[src/verilog/icachePkg.sv]
/*
 * Instruction cache package
 * Cache geometry, address field widths and controller states
 */
package icachePkg;

    // Line and set geometry
    localparam int lineWords = 4;
    localparam int numSets   = 8;

    // Address fields, word offset above the two byte bits
    localparam int offsetBits = $clog2(lineWords);
    localparam int setBits    = $clog2(numSets);
    localparam int tagBits    = 32 - 2 - offsetBits - setBits;

    // Controller states
    // idle serves lookups, fill runs the line refill and settle
    // gives the arrays one cycle before the lookup retries
    typedef enum logic [1:0] {
        idle   = 2'b00,
        fill   = 2'b01,
        settle = 2'b10
    } ctrlState;

endpackage

[src/verilog/icacheController.sv]
`timescale 1ns/1ps
/*
 * Instruction cache controller: hit detection, miss FSM and
 * Wishbone classic read master for line refills
 */
module icacheController (
    input  logic                             clk,
    input  logic                             rstN,
    input  logic                             fetchReq,
    input  logic [icachePkg::tagBits-1:0]    reqTag,
    input  logic                             valid1,
    input  logic                             valid2,
    input  logic [icachePkg::tagBits-1:0]    tag1,
    input  logic [icachePkg::tagBits-1:0]    tag2,
    input  logic                             lruWay,
    input  logic                             wbAck,
    output logic                             iStall,
    output logic                             hitWay,
    output logic                             wbCyc,
    output logic                             wbStb,
    output logic [icachePkg::offsetBits-1:0] fillOffset,
    output logic                             wayWe1,
    output logic                             wayWe2,
    output logic                             tagWe,
    output logic                             lruTouch,
    output logic                             touchedWay
);

    icachePkg::ctrlState state;

    logic hit1;
    logic hit2;
    logic hit;
    logic miss;
    logic victim;
    logic victimNext;
    logic busActive;
    logic wordAck;
    logic lastWord;

    // Tag compare on both ways
    assign hit1   = valid1 && (tag1 == reqTag);
    assign hit2   = valid2 && (tag2 == reqTag);
    assign hit    = hit1 || hit2;
    assign hitWay = hit2;

    // Stall rises in the cycle the miss is seen
    assign miss   = (state == icachePkg::idle) && fetchReq && !hit;
    assign iStall = miss || (state != icachePkg::idle);

    // Invalid way 1, then invalid way 2, then the LRU way
    assign victimNext = !valid1 ? 1'b0 : (!valid2 ? 1'b1 : lruWay);

    // One classic cycle per word
    assign wbCyc    = busActive;
    assign wbStb    = busActive;
    assign wordAck  = busActive && wbAck;
    assign lastWord = (int'(fillOffset) == icachePkg::lineWords - 1);

    // Word writes into the victim, tag and valid with the last one
    assign wayWe1 = wordAck && !victim;
    assign wayWe2 = wordAck && victim;
    assign tagWe  = wordAck && lastWord;

    // Hit at the accepting edge, or completed refill
    assign lruTouch   = ((state == icachePkg::idle) && fetchReq && hit) || tagWe;
    assign touchedWay = (state == icachePkg::idle) ? hitWay : victim;

    always_ff @(posedge clk) begin
        if (!rstN) begin
            state      <= icachePkg::idle;
            busActive  <= 1'b0;
            fillOffset <= '0;
            victim     <= 1'b0;
        end else begin
            case (state)
                icachePkg::idle: begin
                    if (miss) begin
                        victim     <= victimNext;
                        fillOffset <= '0;
                        busActive  <= 1'b1;
                        state      <= icachePkg::fill;
                    end
                end
                icachePkg::fill: begin
                    if (wordAck) begin
                        // Drop stb and cyc for one cycle between words
                        busActive <= 1'b0;
                        if (lastWord) begin
                            state <= icachePkg::settle;
                        end else begin
                            fillOffset <= fillOffset + 1'b1;
                        end
                    end else if (!busActive) begin
                        busActive <= 1'b1;
                    end
                end
                icachePkg::settle: begin
                    state <= icachePkg::idle;
                end
                default: begin
                    state     <= icachePkg::idle;
                    busActive <= 1'b0;
                end
            endcase
        end
    end

endmodule

[src/verilog/icacheMemory.sv]
`timescale 1ns/1ps
/*
 * Instruction cache arrays: two ways of tag, valid and data storage
 * with one LRU bit per set, combinational reads and clocked writes
 */
module icacheMemory (
    input  logic                             clk,
    input  logic                             rstN,
    input  logic                             invalidate,
    input  logic [icachePkg::setBits-1:0]    setIdx,
    input  logic [icachePkg::offsetBits-1:0] wordIdx,
    input  logic [icachePkg::offsetBits-1:0] fillOffset,
    input  logic [icachePkg::tagBits-1:0]    wrTag,
    input  logic [31:0]                      wrData,
    input  logic                             wayWe1,
    input  logic                             wayWe2,
    input  logic                             tagWe,
    input  logic                             lruTouch,
    input  logic                             touchedWay,
    output logic                             valid1,
    output logic                             valid2,
    output logic [icachePkg::tagBits-1:0]    tag1,
    output logic [icachePkg::tagBits-1:0]    tag2,
    output logic [31:0]                      data1,
    output logic [31:0]                      data2,
    output logic                             lruWay
);

    // Index 0 is way 1, index 1 is way 2
    logic [31:0] dataArr [2][icachePkg::numSets][icachePkg::lineWords];
    logic [icachePkg::tagBits-1:0] tagArr [2][icachePkg::numSets];
    logic [1:0][icachePkg::numSets-1:0] validBits;
    logic [icachePkg::numSets-1:0] lruBits;
    logic [1:0] wayWe;
    logic anyWe;
    logic invPending;

    assign wayWe = {wayWe2, wayWe1};
    assign anyWe = wayWe1 || wayWe2;

    // Lookup side
    assign valid1 = validBits[0][setIdx];
    assign valid2 = validBits[1][setIdx];
    assign tag1   = tagArr[0][setIdx];
    assign tag2   = tagArr[1][setIdx];
    assign data1  = dataArr[0][setIdx][wordIdx];
    assign data2  = dataArr[1][setIdx][wordIdx];
    assign lruWay = lruBits[setIdx];

    // Refill words and tag
    always_ff @(posedge clk) begin
        for (int w = 0; w < 2; w++) begin
            if (wayWe[w]) begin
                dataArr[w][setIdx][fillOffset] <= wrData;
                if (tagWe) begin
                    tagArr[w][setIdx] <= wrTag;
                end
            end
        end
    end

    // Valid bits, invalidate held back while a word is written
    always_ff @(posedge clk) begin
        if (!rstN) begin
            validBits  <= '0;
            invPending <= 1'b0;
        end else if (anyWe) begin
            if (invalidate) begin
                invPending <= 1'b1;
            end
            for (int w = 0; w < 2; w++) begin
                if (wayWe[w] && tagWe) begin
                    validBits[w][setIdx] <= 1'b1;
                end
            end
        end else if (invalidate || invPending) begin
            validBits  <= '0;
            invPending <= 1'b0;
        end
    end

    // LRU bit names the way to replace next
    always_ff @(posedge clk) begin
        if (!rstN) begin
            lruBits <= '0;
        end else if (lruTouch) begin
            lruBits[setIdx] <= ~touchedWay;
        end
    end

endmodule

[src/verilog/instrCache.sv]
`timescale 1ns/1ps
/*
 * 2-way set-associative read-only instruction cache
 * Fetch-side lookup with Wishbone classic line refill
 */
module instrCache (
    input  logic        clk,
    input  logic        rstN,
    input  logic        fetchReq,
    input  logic [31:0] fetchAddr,
    input  logic        invalidate,
    input  logic [31:0] wbDatI,
    input  logic        wbAck,
    output logic [31:0] rdData,
    output logic        iStall,
    output logic        wbCyc,
    output logic        wbStb,
    output logic [31:0] wbAdr
);

    logic [icachePkg::tagBits-1:0]    reqTag;
    logic [icachePkg::setBits-1:0]    setIdx;
    logic [icachePkg::offsetBits-1:0] wordIdx;
    logic [icachePkg::offsetBits-1:0] fillOffset;
    logic [icachePkg::tagBits-1:0]    tag1;
    logic [icachePkg::tagBits-1:0]    tag2;
    logic [31:0] data1;
    logic [31:0] data2;
    logic valid1;
    logic valid2;
    logic lruWay;
    logic hitWay;
    logic wayWe1;
    logic wayWe2;
    logic tagWe;
    logic lruTouch;
    logic touchedWay;

    // Address split: tag, set, word, byte
    assign wordIdx = fetchAddr[icachePkg::offsetBits+1:2];
    assign setIdx  = fetchAddr[icachePkg::offsetBits+2 +: icachePkg::setBits];
    assign reqTag  = fetchAddr[31 -: icachePkg::tagBits];

    // Refill address walks the line from word 0
    assign wbAdr = {reqTag, setIdx, fillOffset, 2'b00};

    icacheMemory memory (
        .clk       (clk       ),
        .rstN      (rstN      ),
        .invalidate(invalidate),
        .setIdx    (setIdx    ),
        .wordIdx   (wordIdx   ),
        .fillOffset(fillOffset),
        .wrTag     (reqTag    ),
        .wrData    (wbDatI    ),
        .wayWe1    (wayWe1    ),
        .wayWe2    (wayWe2    ),
        .tagWe     (tagWe     ),
        .lruTouch  (lruTouch  ),
        .touchedWay(touchedWay),
        .valid1    (valid1    ),
        .valid2    (valid2    ),
        .tag1      (tag1      ),
        .tag2      (tag2      ),
        .data1     (data1     ),
        .data2     (data2     ),
        .lruWay    (lruWay    )
    );

    icacheController controller (
        .clk       (clk       ),
        .rstN      (rstN      ),
        .fetchReq  (fetchReq  ),
        .reqTag    (reqTag    ),
        .valid1    (valid1    ),
        .valid2    (valid2    ),
        .tag1      (tag1      ),
        .tag2      (tag2      ),
        .lruWay    (lruWay    ),
        .wbAck     (wbAck     ),
        .iStall    (iStall    ),
        .hitWay    (hitWay    ),
        .wbCyc     (wbCyc     ),
        .wbStb     (wbStb     ),
        .fillOffset(fillOffset),
        .wayWe1    (wayWe1    ),
        .wayWe2    (wayWe2    ),
        .tagWe     (tagWe     ),
        .lruTouch  (lruTouch  ),
        .touchedWay(touchedWay)
    );

    // Way mux
    assign rdData = hitWay ? data2 : data1;

endmodule
[config.mk]
export PLATFORM = sky130hd
export DESIGN_NAME = instrCache
export DESIGN_NICKNAME = d
export VERILOG_FILES = /design/src/verilog/icachePkg.sv /design/src/verilog/icacheController.sv /design/src/verilog/icacheMemory.sv /design/src/verilog/instrCache.sv
export SDC_FILE = /design/constraint.sdc
export NUM_CORES = 2
export LEC_CHECK = 0
export BUFFER_PORTS_ARGS = -buffer_cell sky130_fd_sc_hd__buf_4
export CAP_MARGIN = 20
export CORE_MARGIN = 10
export CORE_UTILIZATION = 30
export CTS_CLUSTER_DIAMETER = 50
export DETAILED_ROUTE_END_ITERATION = 10
export PLACE_DENSITY = 0.45
export REMOVE_ABC_BUFFERS = 1
export SETUP_SLACK_MARGIN = 0.3
export SLEW_MARGIN = 20
export SYNTH_ARGS = -nofsm -noshare
export SYNTH_HDL_FRONTEND = slang
export SYNTH_SLANG_ARGS = --single-unit
[constraint.sdc]
create_clock -name clk -period 5.53 [get_ports clk]
set_input_delay 1.106 -clock clk [delete_from_list [all_inputs] [get_ports clk]]
set_output_delay 1.106 -clock clk [all_outputs]
set_load 0.03 [all_outputs]
After elaboration in Yosys (flattened, before gate mapping)
Memories as Yosys holds them, arrays and structs flattened.
Cells that the tools add are included.
{ "classes": {"add_sub_neg": 1, "n_lt_le_gt_ge": 7, "n_eq_ne": 12, "mux": 70, "bitwise_logic": 7, "n_reduce_logical": 34} }
{ "ops": {"columns": ["operator", "n"], "rows": [
  ["$mux W1024", 4],
  ["$reduce_or A1024 Y1", 1],
  ["$mux W200", 4],
  ["$bmux W128 S3", 2],
  ["$mux W128", 5],
  ["$demux W128 S3", 1],
  ["$reduce_or A200 Y1", 1],
  ["$mux W32", 6],
  ["$bmux W25 S3", 2],
  ["$bmux W32 S2", 2],
  ["$mux W25", 5],
  ["$demux W25 S3", 1],
  ["$demux W32 S2", 1],
  ["$eq A25 B25 Y1", 2],
  ["$mux W16", 2],
  ["$mux W1", 19],
  ["$mux W8", 2],
  ["$or A8 B8 Y8", 2],
  ["$logic_and A1 B1 Y1", 14],
  ["$mux W2", 6],
  ["$reduce_and A2 Y1", 5],
  ["$bmux W1 S3", 3],
  ["$bwmux W8", 1],
  ["$ne A2 B2 Y1 const B", 4],
  ["22 further kinds", 36]
]} }
{ "word_totals": {"regBits": 31, "mem_bits_rw": 2448, "input_bits": 69, "n_memories": 2} }
{ "mem_list": {"columns": ["memory", "depth", "word_bits", "rd", "rd_ports_with_merged_regs", "wr", "line", "source"], "rows": [
  ["memory.dataArr", 2, 1024, 2, 0, 1, "icacheMemory.sv:30", "logic [31:0] dataArr [2][icachePkg::numSets][icachePkg::lineWords];"],
  ["memory.tagArr", 2, 200, 2, 0, 1, "icacheMemory.sv:31", "logic [icachePkg::tagBits-1:0] tagArr [2][icachePkg::numSets];"]
]} }

Depth between registers and ports, before layout
{ "logic_depth": {"ltp_word": 11, "mapped_depth": 16, "depth_no_buf": 9} }

Cells and area by module
From an unflattened synthesis, not the netlist that was laid out.
{ "unflattened": {"cells_unflattened": 5478, "hier_area_um2": 97422.2} }
{ "by_module_without_submodules": {"columns": ["module", "n_inst", "cells_each", "area_per_inst_um2", "seq_area_each_um2"], "rows": [
  ["icacheMemory", 1, 5290, 95676.8, 74011.0],
  ["icacheController", 1, 121, 972.2, 120.1],
  ["instrCache", 1, 67, 773.2, 0.0]
]} }

Least setup slack after synthesis
No wires, ideal clock.
{ "synth_path": {"path_type": "input -> output", "start": "input port fetchAddr[4]", "end": "output port rdData[25]", "t_arrival_ns": 3.739, "slack_ns": 0.685, "cell_stages": 12, "path_buffers": 4, "cell_sequence": "buf_2 -> mux4_2 -> mux2i_1 -> xor2_1 -> nand2_1 -> nor4_1 -> and4_1 -> buf_4 -> buf_6 -> buf_6 -> o211ai_1 -> a31oi_1"} }
{ "synth_via": {"elab_chain_cells": 8, "elab_cells_between_ends": 21, "cone_classes": "eq/ne (1); mux (18); bitwise (1); reduce/logical (1)"} }
{ "synth_rtl": {"columns": ["element", "line", "source"], "rows": [
  ["from (decl)", "instrCache.sv:10", "input logic [31:0] fetchAddr,"],
  ["$not A3 Y4 (not written as such)", "icacheMemory.sv:45, icacheMemory.sv:46, icacheMemory.sv:47", null],
  ["$bmux W128 S3, on equally long branches", "icacheMemory.sv:46, icacheMemory.sv:47", null],
  ["$mux W128, on equally long branches (2 in series)", "icacheMemory.sv:46, icacheMemory.sv:47", null],
  ["$bmux W32 S2, on equally long branches", "icacheMemory.sv:46, icacheMemory.sv:47", null],
  ["$mux W32, on equally long branches (2 in series)", "icacheMemory.sv:46, icacheMemory.sv:47", null],
  ["$mux W32 *", "instrCache.sv:94", "assign rdData = hitWay ? data2 : data1;"],
  ["to (decl)", "instrCache.sv:14", "output logic [31:0] rdData,"]
]} }
Mark *: on every way between the ends. The rest lies on a longest branch, timed or not. The select of a mux whose other input is x is not followed.

Final worst setup path
{ "layout_path": {"start": "input port fetchAddr[4]", "end": "output port rdData[6]"} }
Same word-level chain as after synthesis.

==> metrics.yaml <==
floorplanning:
  initial_core_util_pct: 30.1
  chipHeight_um: 588
  rows: 208
  coreArea_sq_um: 321000
  die_w_um: 588
  io_pins: 136
  dieArea_sq_um: 345000
synthesis:
  synthArstFlopShare_pct: 0
  synth_top_flop_cell: "edfxtp_1"
  synth_area_leaders: "edfxtp_1 76%, mux2i_1 4.6%, mux4_2 3.1%, a21oi_1 1.8%, a221oi_1 1.8%"
  yosysWarnings: 0
  yosysMostFrequentCell: "edfxtp_1"
  yosysTopAreaCell: "edfxtp_1"
  seq_area_frac_synth_pct: 76.7
  netlist.area_leader.share_pct: 76.1
  syn-cell-area_sq_um: 96600
  synth_edf_count: 2448
  synthCells: 5492
  synth_common_cells: "2448 x edfxtp_1, 442 x mux2i_1, 347 x a21oi_1"
  synth_cell_types: 77
  synth.avg_cell_area_sq_um: 17.6
  ys_ff_latch: 2479
setup_path:
  worstSetupEndpointType: "output pin"
  crit_buf_inv: 8
  start_kind: "input port"
  crit_family: "buffers and inverters"
  slowest_stage: "mux4_2"
  cp_cell_sequence: "buf_16 > buf_12 > buf_12 > mux4_2 > mux2i_1 > xor2_1 > o211ai_1 > nor4_1 > buf_4 > and4_4 > buf_12 > buf_4 > buf_4 > mux4_2 > buf_6"
  worstPathArrival_ns: 4.48
  cp_slowest_stage_delay_ns: 0.55
  path_max_fanout: 9
  critPathKind: "in -> out"
  required_ns: 4.42
cells_and_area:
  num-nets-final: 6197
  fillCellCount: 29831
  area_delta_synth_final_pct: 22.6
  final_util_pct: 36.9
  drive_gt1_share_pct: 23.9
clock_network:
  cts_buffers: 325
  numClockSinks: 2479
  ctsHoldBuffers: 0
  cts_tree: "yes"
  clkLatencyLatePin_ns: 0.96
  clk_pin_slew_worst_paths_ns: 0.05
  htree_levels: 5
  clk_path_buf_depth: 4
  cts_root_buffer: "clkbuf_16"
route:
  drt_pre_antenna_iters: 6
  drc: 0
  routedWlPerCell_um: 32.2
  first_iter_violations: 5929
  num_vias: 56781
  ant_nets: 0
  routed_via_density: 5.31
  routed_wl_um: 344000
global_route:
  grt-ovfl-total: 0
  antenna_found_initial: 18
  grt_first_pass_wirelength_um: 471000
  grt_usage_pct: 19.1
  grt_max_degree: 65
  grt_pass1_vias: 56353
timing:
  finalHoldViolCount: 0
  clock.fmax_ghz: 0.179
  relSlewSlack_pct: 27.1
  fin_setup_tns_ns: -0.222
  finalSetupViolations: 8
  period_minus_slack_ns: 5.59
  maxSlewViolCount: 0
  period_share_pct: 101
  timing.final.ws_setup_ns: -0.0586
  rsz0062_at_grt: "yes"
  fin_skew_ns: 0.0702
  worst_pin_slew_ns: 1.09
place:
  place_congestion: 0.775
  port-buffer-count: 131
  place_ws_ns: -0.418
  dp_hpwl_um: 196000
pwr:
  finalPower_w: 0.0443
  ir_worst_vdd_uv: 232
  p_per_area_nw_per_um2: 374
  total_leakage_power_nw: 38.8
job:
  maxCapViolCount: 0
status:
  status: "finished with violations"
  violations: "setup timing"
hold_path:
  min_path_type: "in -> reg"
cells by family (layout without fill, tap and decap cells):
kind of cell	after synthesis	in the layout	synth area share (%)
DFF	2479	2479	76.7
adders and majority gates	4	4	0.0518
other	1	7	0.00388
and+or+nand+nor	653	653	2.79
AOI/OAI and AO/OA	1195	1195	8.35
xor gates and xnor gates	39	39	0.354
buffers and inverters	395	1287	2.29
muxes	726	726	9.44
sequential cells by signal, summed over array words and instances, names as in the netlist, 2 cells and up:
register,count
memory.validBits,16
memory.dataArr,2048
memory.lruBits,8
controller.fillOffset,2
memory.tagArr,400
controller.state,2
metrics by stage:
| stage | cells | instance area [sq um] | hold WS, ns |
|---|---|---|---|
| 6_report | 10695 | 118000 | 0.451 |
| 5_1_grt | 10692 | 118000 | 0.416 |
| 4_1_cts | 10688 | 118000 | 0.390 |
| 3_5_place_dp | 10068 | 107000 | 0.451 |
| 3_3_place_gp | 10068 | 107000 | 0.443 |
| 2_1_floorplan | 5109 | 94500 | 0.430 |
worst register-to-register path: cells and delay by family, from the launching register on:
family	cells	cell delay [ns]
buffers and inverters	3	1.12
DFF	1	0.30
and+or+nand+nor	3	1.42
cell type report:
cell class	count	area, sq um	share of cell area (%)
diodes	5	12.5	0.0106
clock buffers	381	8570	7.23
clock inverters	207	2120	1.79
inverters	11	56.3	0.0475
multi-input cells	2619	21100	17.8
flip-flops and latches	2479	74100	62.6
well taps	4305	5390	4.55
repair buffers	688	7090	5.98
layer usage:
| layer | vias up | global-route usage [%] | part of all wire, % |
|---|---|---|---|
| met5 | - | 0 | 0.018 |
| met4 | 10 | 4.62 | 2.5 |
| met3 | 438 | 2.99 | 6.3 |
| met2 | 2061 | 31.0 | 47 |
| met1 | 30688 | 27.1 | 44 |
| li1 | 23584 | - | - |
worst paths after layout:
| path | slack (ns) | endpoint | cells after the start | start |
|---|---|---|---|---|
| worst max-delay path | -0.06 | rdData[6] | 15 | fetchAddr[4] |
| worst min-delay path | 0.45 | memory.tagArr[0][240] | 1 | fetchAddr[22] |
| worst max register to register | 2.31 | memory.dataArr[0][791] | 6 | controller.wbCyc |
| worst min register to register | 0.46 | memory.validBits[6] | 2 | memory.validBits[6] |
timing repair:
item	4_1_cts	5_1_grt
buffers inserted	27	2
gates resized for setup	66	9
pin swaps	5	3
endpoints found under the setup margin	33	33
cloned	5	0
placed cells by master, fill, tap and decap left out, types with 26 or more instances in the layout:
cell type	count
nand3_1	42
buf_12	119
a221o_1	50
o22ai_1	37
o21ai_0	157
clkinvlp_4	29
a22oi_1	117
buf_6	38
dfxtp_1	31
a221oi_1	194
edfxtp_1	2448
clkinv_2	35
clkinv_1	45
buf_4	515
clkbuf_1	45
clkinv_4	28
a21oi_1	347
o21ai_1	69
mux4_2	132
bufinv_16	26
o221ai_1	27
a22o_1	34
nand2_1	237
mux2_1	81
mux2i_1	442
clkbuf_16	335
a211oi_1	28
nor2_1	207
mux2_2	69
nor2_4	92
inv_6	28
report_power, final:
group | internal (W) | total, W | switching, W
clock | 0.0124 | 0.0208 | 0.00840
sequential | 0.0207 | 0.0207 | 0.00000805
combinational | 0.000938 | 0.00276 | 0.00182
total | 0.0340 | 0.0443 | 0.0102
No activity file was read; power rests on OpenSTA's default activity.
